--- src/logic/decode_pkg.sv ---
`default_nettype none

package decode_pkg;

  parameter int XLEN        = 32;
  parameter int REG_NO_BITS = 5;
  parameter int ALU_OP_BITS = 4;

  // reserved register numbers for the coprocessor port
  parameter logic [REG_NO_BITS-1:0] DEF_ALUOP_REG   = 5'd27;
  parameter logic [REG_NO_BITS-1:0] DEF_OP1_REG     = 5'd28;
  parameter logic [REG_NO_BITS-1:0] DEF_OP2_REG     = 5'd29;
  parameter logic [REG_NO_BITS-1:0] DEF_OP3_REG     = 5'd30;
  parameter logic [REG_NO_BITS-1:0] DEF_CSR_OUT_REG = 5'd31;

  //////////////////////////////
  // enums

  typedef enum logic [5:0] {
    IOP_INVALID, // zero, so a bubble decodes as invalid
    IOP_ADD, IOP_SUB, IOP_AND, IOP_OR, IOP_XOR,
    IOP_SLT, IOP_SLTU, IOP_SRA, IOP_SRL, IOP_SLL,
    IOP_ADDI, IOP_ANDI, IOP_ORI, IOP_XORI, IOP_SLTI,
    IOP_SLTIU, IOP_SRAI, IOP_SRLI, IOP_SLLI,
    IOP_LUI, IOP_AUIPC, IOP_LW, IOP_SW, IOP_JAL, IOP_JALR,
    IOP_BEQ, IOP_BNE, IOP_BLT, IOP_BGE, IOP_BLTU, IOP_BGEU
  } iop_e;

  typedef enum logic [2:0] {INST_NONE, INST_R, INST_I, INST_S, INST_U} inst_type_e;

  typedef enum logic [2:0] {IMM_NONE, IMM_I, IMM_S, IMM_B, IMM_U, IMM_J} imm_type_e;

  // numbering as seen by the coprocessor, cpu side has mul/div swapped
  typedef enum logic [ALU_OP_BITS-1:0] {
    ALU_NONE = 4'd0,
    ALU_DIV  = 4'd1,
    ALU_MUL  = 4'd2
  } alu_op_e;

  //////////////////////////////
  // stage interfaces

  typedef struct packed {
    logic            valid;
    logic [XLEN-1:0] inst;
    logic [XLEN-1:0] pc;
  } fe_latch_t;

  typedef struct packed {
    logic                   wr_reg;
    logic [REG_NO_BITS-1:0] wregno;
    logic [XLEN-1:0]        regval;
  } wb_t;

  typedef struct packed {
    iop_e                   op;
    logic [REG_NO_BITS-1:0] rs1;
    logic [REG_NO_BITS-1:0] rs2;
    logic [REG_NO_BITS-1:0] rd;
    logic [XLEN-1:0]        imm;
    logic                   use_rs1;
    logic                   use_rs2;
    logic                   is_br;
    logic                   is_jmp;
    logic                   rd_mem;
    logic                   wr_mem;
    logic                   wr_reg;
  } dec_info_t;

  typedef struct packed {
    logic                   valid;
    logic [XLEN-1:0]        inst;
    logic [XLEN-1:0]        pc;
    iop_e                   op;
    logic [XLEN-1:0]        rs1_val;
    logic [XLEN-1:0]        rs2_val;
    logic [XLEN-1:0]        imm;
    logic                   is_br;
    logic                   is_jmp;
    logic                   rd_mem;
    logic                   wr_mem;
    logic                   wr_reg;
    logic [REG_NO_BITS-1:0] rd;
  } de_latch_t;

  typedef struct packed {
    logic [2:0]      csr_out; // [0] op1 taken, [1] op2 taken
    logic [XLEN-1:0] op3;
  } fu_to_de_t;

  typedef struct packed {
    logic [2:0]      csr_in; // [0] result consumed, [1] op1 stable, [2] op2 stable
    alu_op_e         aluop;
    logic [XLEN-1:0] op2;
    logic [XLEN-1:0] op1;
  } de_to_fu_t;

endpackage

`default_nettype wire

--- src/logic/inst_decoder.sv ---
`default_nettype none

module inst_decoder import decode_pkg::*; (
  input  fe_latch_t fe,
  output dec_info_t info
);

  // rv32i major opcodes of the kept instructions
  typedef enum logic [6:0] {
    OPC_OP     = 7'b0110011,
    OPC_OP_IMM = 7'b0010011,
    OPC_LUI    = 7'b0110111,
    OPC_AUIPC  = 7'b0010111,
    OPC_LOAD   = 7'b0000011,
    OPC_STORE  = 7'b0100011,
    OPC_JAL    = 7'b1101111,
    OPC_JALR   = 7'b1100111,
    OPC_BRANCH = 7'b1100011
  } rv_opc_e;

  logic [XLEN-1:0] inst;
  logic [6:0]      opc;
  logic [2:0]      f3;
  logic [6:0]      f7;
  iop_e            op;
  inst_type_e      itype;
  imm_type_e       imm_type;
  logic            writes_rd;

  assign inst = fe.inst;
  assign opc  = inst[6:0];
  assign f3   = inst[14:12];
  assign f7   = inst[31:25];

  always_comb begin
    op = IOP_INVALID;
    case (opc)
      OPC_OP: begin
        if (f7 == 7'b0000000) begin
          case (f3)
            3'b000: op = IOP_ADD;
            3'b001: op = IOP_SLL;
            3'b010: op = IOP_SLT;
            3'b011: op = IOP_SLTU;
            3'b100: op = IOP_XOR;
            3'b101: op = IOP_SRL;
            3'b110: op = IOP_OR;
            default: op = IOP_AND;
          endcase
        end else if (f7 == 7'b0100000) begin
          if (f3 == 3'b000) op = IOP_SUB;
          else if (f3 == 3'b101) op = IOP_SRA;
        end // mul and friends stay invalid
      end
      OPC_OP_IMM: begin
        case (f3)
          3'b000: op = IOP_ADDI;
          3'b010: op = IOP_SLTI;
          3'b011: op = IOP_SLTIU;
          3'b100: op = IOP_XORI;
          3'b110: op = IOP_ORI;
          3'b111: op = IOP_ANDI;
          3'b001: if (f7 == 7'b0000000) op = IOP_SLLI;
          default: begin
            if (f7 == 7'b0000000) op = IOP_SRLI;
            else if (f7 == 7'b0100000) op = IOP_SRAI;
          end
        endcase
      end
      OPC_LUI:   op = IOP_LUI;
      OPC_AUIPC: op = IOP_AUIPC;
      OPC_LOAD:  if (f3 == 3'b010) op = IOP_LW;
      OPC_STORE: if (f3 == 3'b010) op = IOP_SW;
      OPC_JAL:   op = IOP_JAL;
      OPC_JALR:  if (f3 == 3'b000) op = IOP_JALR;
      OPC_BRANCH: begin
        case (f3)
          3'b000: op = IOP_BEQ;
          3'b001: op = IOP_BNE;
          3'b100: op = IOP_BLT;
          3'b101: op = IOP_BGE;
          3'b110: op = IOP_BLTU;
          3'b111: op = IOP_BGEU;
          default: op = IOP_INVALID;
        endcase
      end
      default: op = IOP_INVALID; // csr access lands here too
    endcase
    if (!fe.valid) op = IOP_INVALID;
  end

  // format and immediate type
  always_comb begin
    itype    = INST_NONE;
    imm_type = IMM_NONE;
    case (op)
      IOP_ADD, IOP_SUB, IOP_AND, IOP_OR, IOP_XOR,
      IOP_SLT, IOP_SLTU, IOP_SRA, IOP_SRL, IOP_SLL: itype = INST_R;
      IOP_ADDI, IOP_ANDI, IOP_ORI, IOP_XORI, IOP_SLTI, IOP_SLTIU,
      IOP_SRAI, IOP_SRLI, IOP_SLLI, IOP_LW, IOP_JALR: begin
        itype    = INST_I;
        imm_type = IMM_I;
      end
      IOP_LUI, IOP_AUIPC: begin
        itype    = INST_U;
        imm_type = IMM_U;
      end
      IOP_JAL: begin
        itype    = INST_U;
        imm_type = IMM_J;
      end
      IOP_SW: begin
        itype    = INST_S;
        imm_type = IMM_S;
      end
      IOP_BEQ, IOP_BNE, IOP_BLT, IOP_BGE, IOP_BLTU, IOP_BGEU: begin
        itype    = INST_S; // two sources like a store
        imm_type = IMM_B;
      end
      default: ;
    endcase
  end

  always_comb begin
    case (imm_type)
      IMM_I:   info.imm = {{20{inst[31]}}, inst[31:20]};
      IMM_S:   info.imm = {{20{inst[31]}}, inst[31:25], inst[11:7]};
      IMM_B:   info.imm = {{19{inst[31]}}, inst[31], inst[7], inst[30:25], inst[11:8], 1'b0};
      IMM_U:   info.imm = {inst[31:12], 12'b0};
      IMM_J:   info.imm = {{11{inst[31]}}, inst[31], inst[19:12], inst[20], inst[30:21], 1'b0};
      default: info.imm = '0;
    endcase
  end

  assign writes_rd = !(op inside {IOP_INVALID, IOP_SW, IOP_BEQ, IOP_BNE,
                                  IOP_BLT, IOP_BGE, IOP_BLTU, IOP_BGEU});

  assign info.op      = op;
  assign info.rs1     = inst[19:15];
  assign info.rs2     = inst[24:20];
  assign info.rd      = inst[11:7];
  assign info.use_rs1 = itype inside {INST_R, INST_I, INST_S};
  assign info.use_rs2 = itype inside {INST_R, INST_S};
  assign info.is_br   = op inside {IOP_BEQ, IOP_BNE, IOP_BLT, IOP_BGE, IOP_BLTU, IOP_BGEU};
  assign info.is_jmp  = op inside {IOP_JAL, IOP_JALR};
  assign info.rd_mem  = (op == IOP_LW);
  assign info.wr_mem  = (op == IOP_SW);
  assign info.wr_reg  = writes_rd && (info.rd != '0); // x0 writes are dropped

endmodule

`default_nettype wire

--- src/logic/reg_file.sv ---
`default_nettype none

module reg_file import decode_pkg::*; (
  input  logic                   clk,
  input  wb_t                    wb,
  input  logic [REG_NO_BITS-1:0] rs1,
  input  logic [REG_NO_BITS-1:0] rs2,
  output logic [XLEN-1:0]        rs1_val,
  output logic [XLEN-1:0]        rs2_val
);

  logic [XLEN-1:0] regs [32];
  logic            wr_en;

  initial begin
    for (int i = 0; i < 32; i++) regs[i] = '0;
  end

  assign wr_en = wb.wr_reg && (wb.wregno != '0); // x0 stays zero

  always @(posedge clk) begin
    if (wr_en) regs[wb.wregno] <= wb.regval;
  end

  // write-through, a same-cycle wb shows up on the read ports
  assign rs1_val = (wr_en && (wb.wregno == rs1)) ? wb.regval : regs[rs1];
  assign rs2_val = (wr_en && (wb.wregno == rs2)) ? wb.regval : regs[rs2];

endmodule

`default_nettype wire

--- src/logic/scoreboard.sv ---
`default_nettype none

module scoreboard import decode_pkg::*; (
  input  logic      clk,
  input  logic      reset,
  input  dec_info_t info,
  input  logic      wr_reg,  // write-enable after coprocessor suppression
  input  logic      issue,
  input  wb_t       wb,
  output logic      hazard
);

  logic [31:0] busy;

  always_ff @(posedge clk) begin
    if (reset) begin
      busy <= '0;
    end else begin
      if (wb.wr_reg) busy[wb.wregno] <= 1'b0;
      // set after clear, a new writer of the same register wins
      if (issue && wr_reg) busy[info.rd] <= 1'b1;
    end
  end

  assign hazard = (info.use_rs1 && busy[info.rs1]) ||
                  (info.use_rs2 && busy[info.rs2]);

  a_x0_never_busy: assert property (@(posedge clk) disable iff (reset) !busy[0])
    else $error("scoreboard marked x0 busy");

endmodule

`default_nettype wire

--- src/logic/alu_port.sv ---
`default_nettype none

module alu_port import decode_pkg::*; #(
  parameter logic [REG_NO_BITS-1:0] ALUOP_REG   = DEF_ALUOP_REG,
  parameter logic [REG_NO_BITS-1:0] OP1_REG     = DEF_OP1_REG,
  parameter logic [REG_NO_BITS-1:0] OP2_REG     = DEF_OP2_REG,
  parameter logic [REG_NO_BITS-1:0] OP3_REG     = DEF_OP3_REG,
  parameter logic [REG_NO_BITS-1:0] CSR_OUT_REG = DEF_CSR_OUT_REG
) (
  input  logic            clk,
  input  logic            reset,
  input  dec_info_t       info,
  input  logic            issue,
  input  logic [XLEN-1:0] rs2_val,
  input  fu_to_de_t       fu_in,
  output de_to_fu_t       fu_out,
  output logic [XLEN-1:0] rs2_val_final,
  output logic            wr_reg_final
);

  logic is_lw;
  logic is_sw;
  logic load_aluop;
  logic load_op1;
  logic load_op2;
  logic store_op3;
  logic store_csr;

  // op is invalid for an empty fetch slot, so no valid term needed
  assign is_lw      = (info.op == IOP_LW);
  assign is_sw      = (info.op == IOP_SW);
  assign load_aluop = is_lw && (info.rd == ALUOP_REG);
  assign load_op1   = is_lw && (info.rd == OP1_REG);
  assign load_op2   = is_lw && (info.rd == OP2_REG);
  assign store_op3  = is_sw && (info.rs2 == OP3_REG);
  assign store_csr  = is_sw && (info.rs2 == CSR_OUT_REG);

  //////////////////////////////
  // store data and write-enable

  always_comb begin
    if (store_op3) rs2_val_final = fu_in.op3;
    else if (store_csr) rs2_val_final = {{(XLEN-3){1'b0}}, fu_in.csr_out};
    else rs2_val_final = rs2_val;
  end

  assign wr_reg_final = info.wr_reg && !(load_aluop || load_op1 || load_op2);

  //////////////////////////////
  // operand registers and handshake

  always_ff @(posedge clk) begin
    if (reset) begin
      fu_out <= '0;
    end else begin
      if (issue && load_aluop) begin
        case (rs2_val[ALU_OP_BITS-1:0])
          4'd1:    fu_out.aluop <= ALU_MUL; // cpu mul code
          4'd2:    fu_out.aluop <= ALU_DIV;
          default: fu_out.aluop <= alu_op_e'(rs2_val[ALU_OP_BITS-1:0]);
        endcase
      end
      if (issue && load_op1) fu_out.op1 <= rs2_val;
      if (issue && load_op2) fu_out.op2 <= rs2_val;

      // stable bits hold until the coprocessor takes the operand
      if (issue && load_op1) fu_out.csr_in[1] <= 1'b1;
      else if (fu_in.csr_out[0]) fu_out.csr_in[1] <= 1'b0;

      if (issue && load_op2) fu_out.csr_in[2] <= 1'b1;
      else if (fu_in.csr_out[1]) fu_out.csr_in[2] <= 1'b0;

      fu_out.csr_in[0] <= issue && store_op3; // one-cycle pulse
    end
  end

  a_op1_ack: assert property (@(posedge clk) disable iff (reset)
    ($fell(fu_out.csr_in[1]) && !$past(reset)) |-> $past(fu_in.csr_out[0]))
    else $error("op1 stable dropped without coprocessor ack");

endmodule

`default_nettype wire

--- src/logic/decode_stage.sv ---
`default_nettype none

module decode_stage import decode_pkg::*; #(
  parameter logic [REG_NO_BITS-1:0] ALUOP_REG   = DEF_ALUOP_REG,
  parameter logic [REG_NO_BITS-1:0] OP1_REG     = DEF_OP1_REG,
  parameter logic [REG_NO_BITS-1:0] OP2_REG     = DEF_OP2_REG,
  parameter logic [REG_NO_BITS-1:0] OP3_REG     = DEF_OP3_REG,
  parameter logic [REG_NO_BITS-1:0] CSR_OUT_REG = DEF_CSR_OUT_REG
) (
  input  logic      clk,
  input  logic      reset,
  input  fe_latch_t fe_latch,
  input  logic      br_mispred,
  input  wb_t       wb,
  input  fu_to_de_t fu_in,
  output logic      stall,
  output de_latch_t de_latch,
  output de_to_fu_t fu_out
);

  dec_info_t       info;
  logic [XLEN-1:0] rs1_val;
  logic [XLEN-1:0] rs2_val;
  logic [XLEN-1:0] rs2_val_final;
  logic            wr_reg_final;
  logic            hazard;
  logic            issue;
  de_latch_t       de_next;

  inst_decoder u_dec (
    .fe   (fe_latch),
    .info (info)
  );

  reg_file u_rf (
    .clk     (clk),
    .wb      (wb),
    .rs1     (info.rs1),
    .rs2     (info.rs2),
    .rs1_val (rs1_val),
    .rs2_val (rs2_val)
  );

  scoreboard u_sb (
    .clk    (clk),
    .reset  (reset),
    .info   (info),
    .wr_reg (wr_reg_final),
    .issue  (issue),
    .wb     (wb),
    .hazard (hazard)
  );

  alu_port #(
    .ALUOP_REG   (ALUOP_REG),
    .OP1_REG     (OP1_REG),
    .OP2_REG     (OP2_REG),
    .OP3_REG     (OP3_REG),
    .CSR_OUT_REG (CSR_OUT_REG)
  ) u_alu (
    .clk           (clk),
    .reset         (reset),
    .info          (info),
    .issue         (issue),
    .rs2_val       (rs2_val),
    .fu_in         (fu_in),
    .fu_out        (fu_out),
    .rs2_val_final (rs2_val_final),
    .wr_reg_final  (wr_reg_final)
  );

  assign stall = hazard || br_mispred; // fetch holds its latch while high
  assign issue = !stall;

  //////////////////////////////
  // decode latch

  always_comb begin
    de_next.valid   = fe_latch.valid;
    de_next.inst    = fe_latch.inst;
    de_next.pc      = fe_latch.pc;
    de_next.op      = info.op;
    de_next.rs1_val = rs1_val;
    de_next.rs2_val = rs2_val_final;
    de_next.imm     = info.imm;
    de_next.is_br   = info.is_br;
    de_next.is_jmp  = info.is_jmp;
    de_next.rd_mem  = info.rd_mem;
    de_next.wr_mem  = info.wr_mem;
    de_next.wr_reg  = wr_reg_final;
    de_next.rd      = info.rd;
  end

  always_ff @(posedge clk) begin
    if (reset || stall) de_latch <= '0; // bubble
    else de_latch <= de_next;
  end

  a_bubble_after_stall: assert property (@(posedge clk) disable iff (reset)
    stall |=> !de_latch.valid)
    else $error("decode latch valid right after a stall");

endmodule

`default_nettype wire

--- config.mk ---
export PLATFORM = sky130hd
export DESIGN_NAME = decode_stage
export DESIGN_NICKNAME = d
export VERILOG_FILES = /design/src/logic/decode_pkg.sv /design/src/logic/inst_decoder.sv /design/src/logic/reg_file.sv /design/src/logic/scoreboard.sv /design/src/logic/alu_port.sv /design/src/logic/decode_stage.sv
export SDC_FILE = /design/constraint.sdc
export NUM_CORES = 2
export LEC_CHECK = 0
export ABC_AREA = 0
export BUFFER_PORTS_ARGS = -buffer_cell sky130_fd_sc_hd__buf_4
export CORE_UTILIZATION = 35
export CTS_CLUSTER_SIZE = 10
export DETAILED_ROUTE_END_ITERATION = 16
export GPL_TIMING_DRIVEN = 0
export REMOVE_ABC_BUFFERS = 1
export SLEW_MARGIN = 20
export SYNTH_ARGS = -nofsm -noshare
export SYNTH_HDL_FRONTEND = slang
export SYNTH_SLANG_ARGS = --single-unit
--- constraint.sdc ---
create_clock -name clk -period 3.7 [get_ports clk]
set_clock_uncertainty 0.1 [all_clocks]
set_input_delay 0.185 -clock clk [delete_from_list [all_inputs] [get_ports clk]]
set_output_delay 0.185 -clock clk [all_outputs]
set_load 0.01 [all_outputs]
==> metrics.txt <==
die area=166000 sq um; Layout Utilization=0.443; fin crit share=0.960; area grow syn2layout=25.6%; I/O pin total=390; CTS buffer count=153; CTS sink count=1298; FF/Latch Area=36200 sq um; row cnt=148; first-pass GRT wire length=266000 um; Min Hold Slack=0.0746 ns; final setup margin=0.148 ns; vias=35998; Core ar.=163000 sq um; antenna viol nets, final=0; initial core utilization=0.353; Max Cap Violations=0; synth warn=0; multi-input logic area=20500 sq um; r2r startpoint=u_sb.busy[25]; worst-case clock buffer depth=3; Via density=5.88; post-placement setup slack=-2.20 ns; starting DRC count in detailed routing=4611; DPL Wire Length=118000 um; most frequent cells in the layout=1024 x edfxtp_1, 651 x mux4_2, 396 x buf_4, 274 x dfxtp_1, 241 x nand2_1; CTS Root Buffer Type=clkbuf_16; Placed Cells=5696; Die Y=407 um; Clock Latency Late Sink=0.79 ns; final hold vios=0; Worst setup startpoint=fe_latch[45]; nets=3993; Slew @ Worst Pin=1.13 ns; GP Congestion=0.840; H-Tree Depth=4; Routed WL=186000 um; fillers=14014; mean area per synthesized cell=17.8 sq um; Tot GR Track Use=0.223; Seq cells post-synth=1298; Synth async-reset ratio=0; largest net degree at the start of global routing=81; min-delay worst type=primary input to register; Cell Count, Final, Fillers Out=6127; Reg clk slew, reported paths=0.05 ns; Post-Synthesis Cell Area=57500 sq um; most common cell after layout, fill and taps aside=edfxtp_1; fmax=282 MHz; placed inst area=65600 sq um; Final setup viols=0; Crit path arrival time=3.27 ns; Port Buffer Count=388; critical-path maximum fanout=17; TritonCTS clock tree=done; chip width=407 um; pwr dens=457 nW/um^2; Design Area, Final=72200 sq um; drt wl/cell=30.4 um; Tmin final=3.55 ns; Pins Over Slew Limit=0; Syn Inst Count=3231; share of cells above drive strength 1=0.369; start point of the worst hold path=fe_latch[35]; number of global-route vias before repair=36279; synth unique cells=70; maximum vdd drop=0.518 mV; antenna violations before repair=9; Top FF cell, synth=edfxtp_1; outcome=complete, no violations; gr ovfl total=0; number of flops mapped to enable cells by yosys=1024; Rel. slew slack=0.236; residual DRC count=0; Crit. End Element=primary output; CP startpoint kind=primary input; CP required=3.41 ns; Seq/Total Area, Yosys=0.630; First-pass DRT Iterations=6; Critical Setup Path Class=primary input to primary output; leakage=24.3 nW
## metal layers
layer | track usage | wire length [um] | vias to the layer above
li1 | - | - | 14461
met1 | 0.312 | 76400 | 19100
met2 | 0.344 | 85500 | 2107
met3 | 0.0483 | 18400 | 320
met4 | 0.0751 | 5860 | 10
met5 | 0 | 71 | -
## worst max-delay path: stages
cell           delay, ns
buf_6               0.17
dlygate4sd3_1       0.61
inv_1               0.08
ha_1                0.28
inv_1               0.03
o22ai_1             0.10
nand2_1             0.15
and3_4              0.25
or3_4               0.44
and2_2              0.27
a221o_2             0.46
nand2_1             0.11
buf_4               0.13
## cells in the mapped netlist (7+ instances only)
master / n / area [sq um]
nor2_1: 171 / 642
dfxtp_1: 274 / 5490
o22ai_1: 11 / 68.8
o21ai_0: 44 / 220
o211ai_1: 23 / 173
clkbuf_1: 154 / 578
buf_1: 61 / 229
buf_2: 25 / 125
nand2_1: 244 / 916
nand4_1: 8 / 50.1
buf_6: 7 / 78.8
o31ai_1: 16 / 120
edfxtp_1: 1024 / 30700
buf_4: 7 / 52.6
a211oi_1: 39 / 293
nor3_1: 13 / 65.1
nand3_1: 55 / 275
nand2b_1: 7 / 43.8
mux4_2: 651 / 14700
a21oi_1: 127 / 636
mux2i_1: 80 / 801
o32ai_1: 8 / 70.1
inv_1: 72 / 270
## final cells by class
cell class / count / share of cell area
multi-input cells: 1635 / 0.283
inverters: 76 / 0.00428
clock buffers: 236 / 0.0590
diodes: 1 / 0.0000346
flip-flops and latches: 1298 / 0.502
well taps: 2175 / 0.0377
repair buffers: 685 / 0.110
clock inverters: 21 / 0.00376
## state kept, by name, indices dropped and copies added, names as in the netlist
name and count:
u_rf.regs 1024, de_latch 171, u_alu.fu_out 71, u_sb.busy 32
## kinds of logic (layout without fill, tap and decap cells)
family,after synthesis,after routing,synth area share
and+or+nand+nor,550,551,0.0420
DFF,1298,1298,0.630
other,1,34,0.0000652
AOI/OAI and AO/OA,301,301,0.0323
adders and majority gates,3,3,0.000652
muxes,737,737,0.270
buffers and inverters,331,1018,0.0237
xor gates and xnor gates,10,10,0.00152
## final timing paths
| check | to | cells past startpoint | slack [ns] |
|---|---|---|---|
| max | stall | 13 | 0.15 |
| min | de_latch[106] | 5 | 0.07 |
| max reg2reg | de_latch[89] | 11 | 0.28 |
| min reg2reg | u_alu.fu_out[28] | 2 | 0.35 |
## through the flow
| stage | power (W) | setup TNS [ns] |
|---|---|---|
| floorplan | 0.0177 | -303.65 |
| global placement | 0.0192 | -4901.46 |
| detailed placement | 0.0192 | -429.97 |
| CTS | 0.0333 | 0 |
| global route | 0.0340 | -0.00550 |
| finish | 0.0330 | 0 |
## timing repair
item / CTS / global route
pin swaps: 3 / 3
hold endpoints to repair: 1286 / 0
buffers inserted: 3 / 11
gates resized for setup: 21 / 12
setup endpoints to repair: 274 / 74
cloned: 10 / 2
hold buffers: 147 / 0
## power breakdown
part	switching (W)	internal (W)	leakage, nW	total [W]
clock	0.00596	0.00799	2.18	0.0140
sequential	0.0000978	0.0160	11.5	0.0161
combinational	0.00158	0.00143	10.6	0.00301
(Power assumes the default switching activity.)
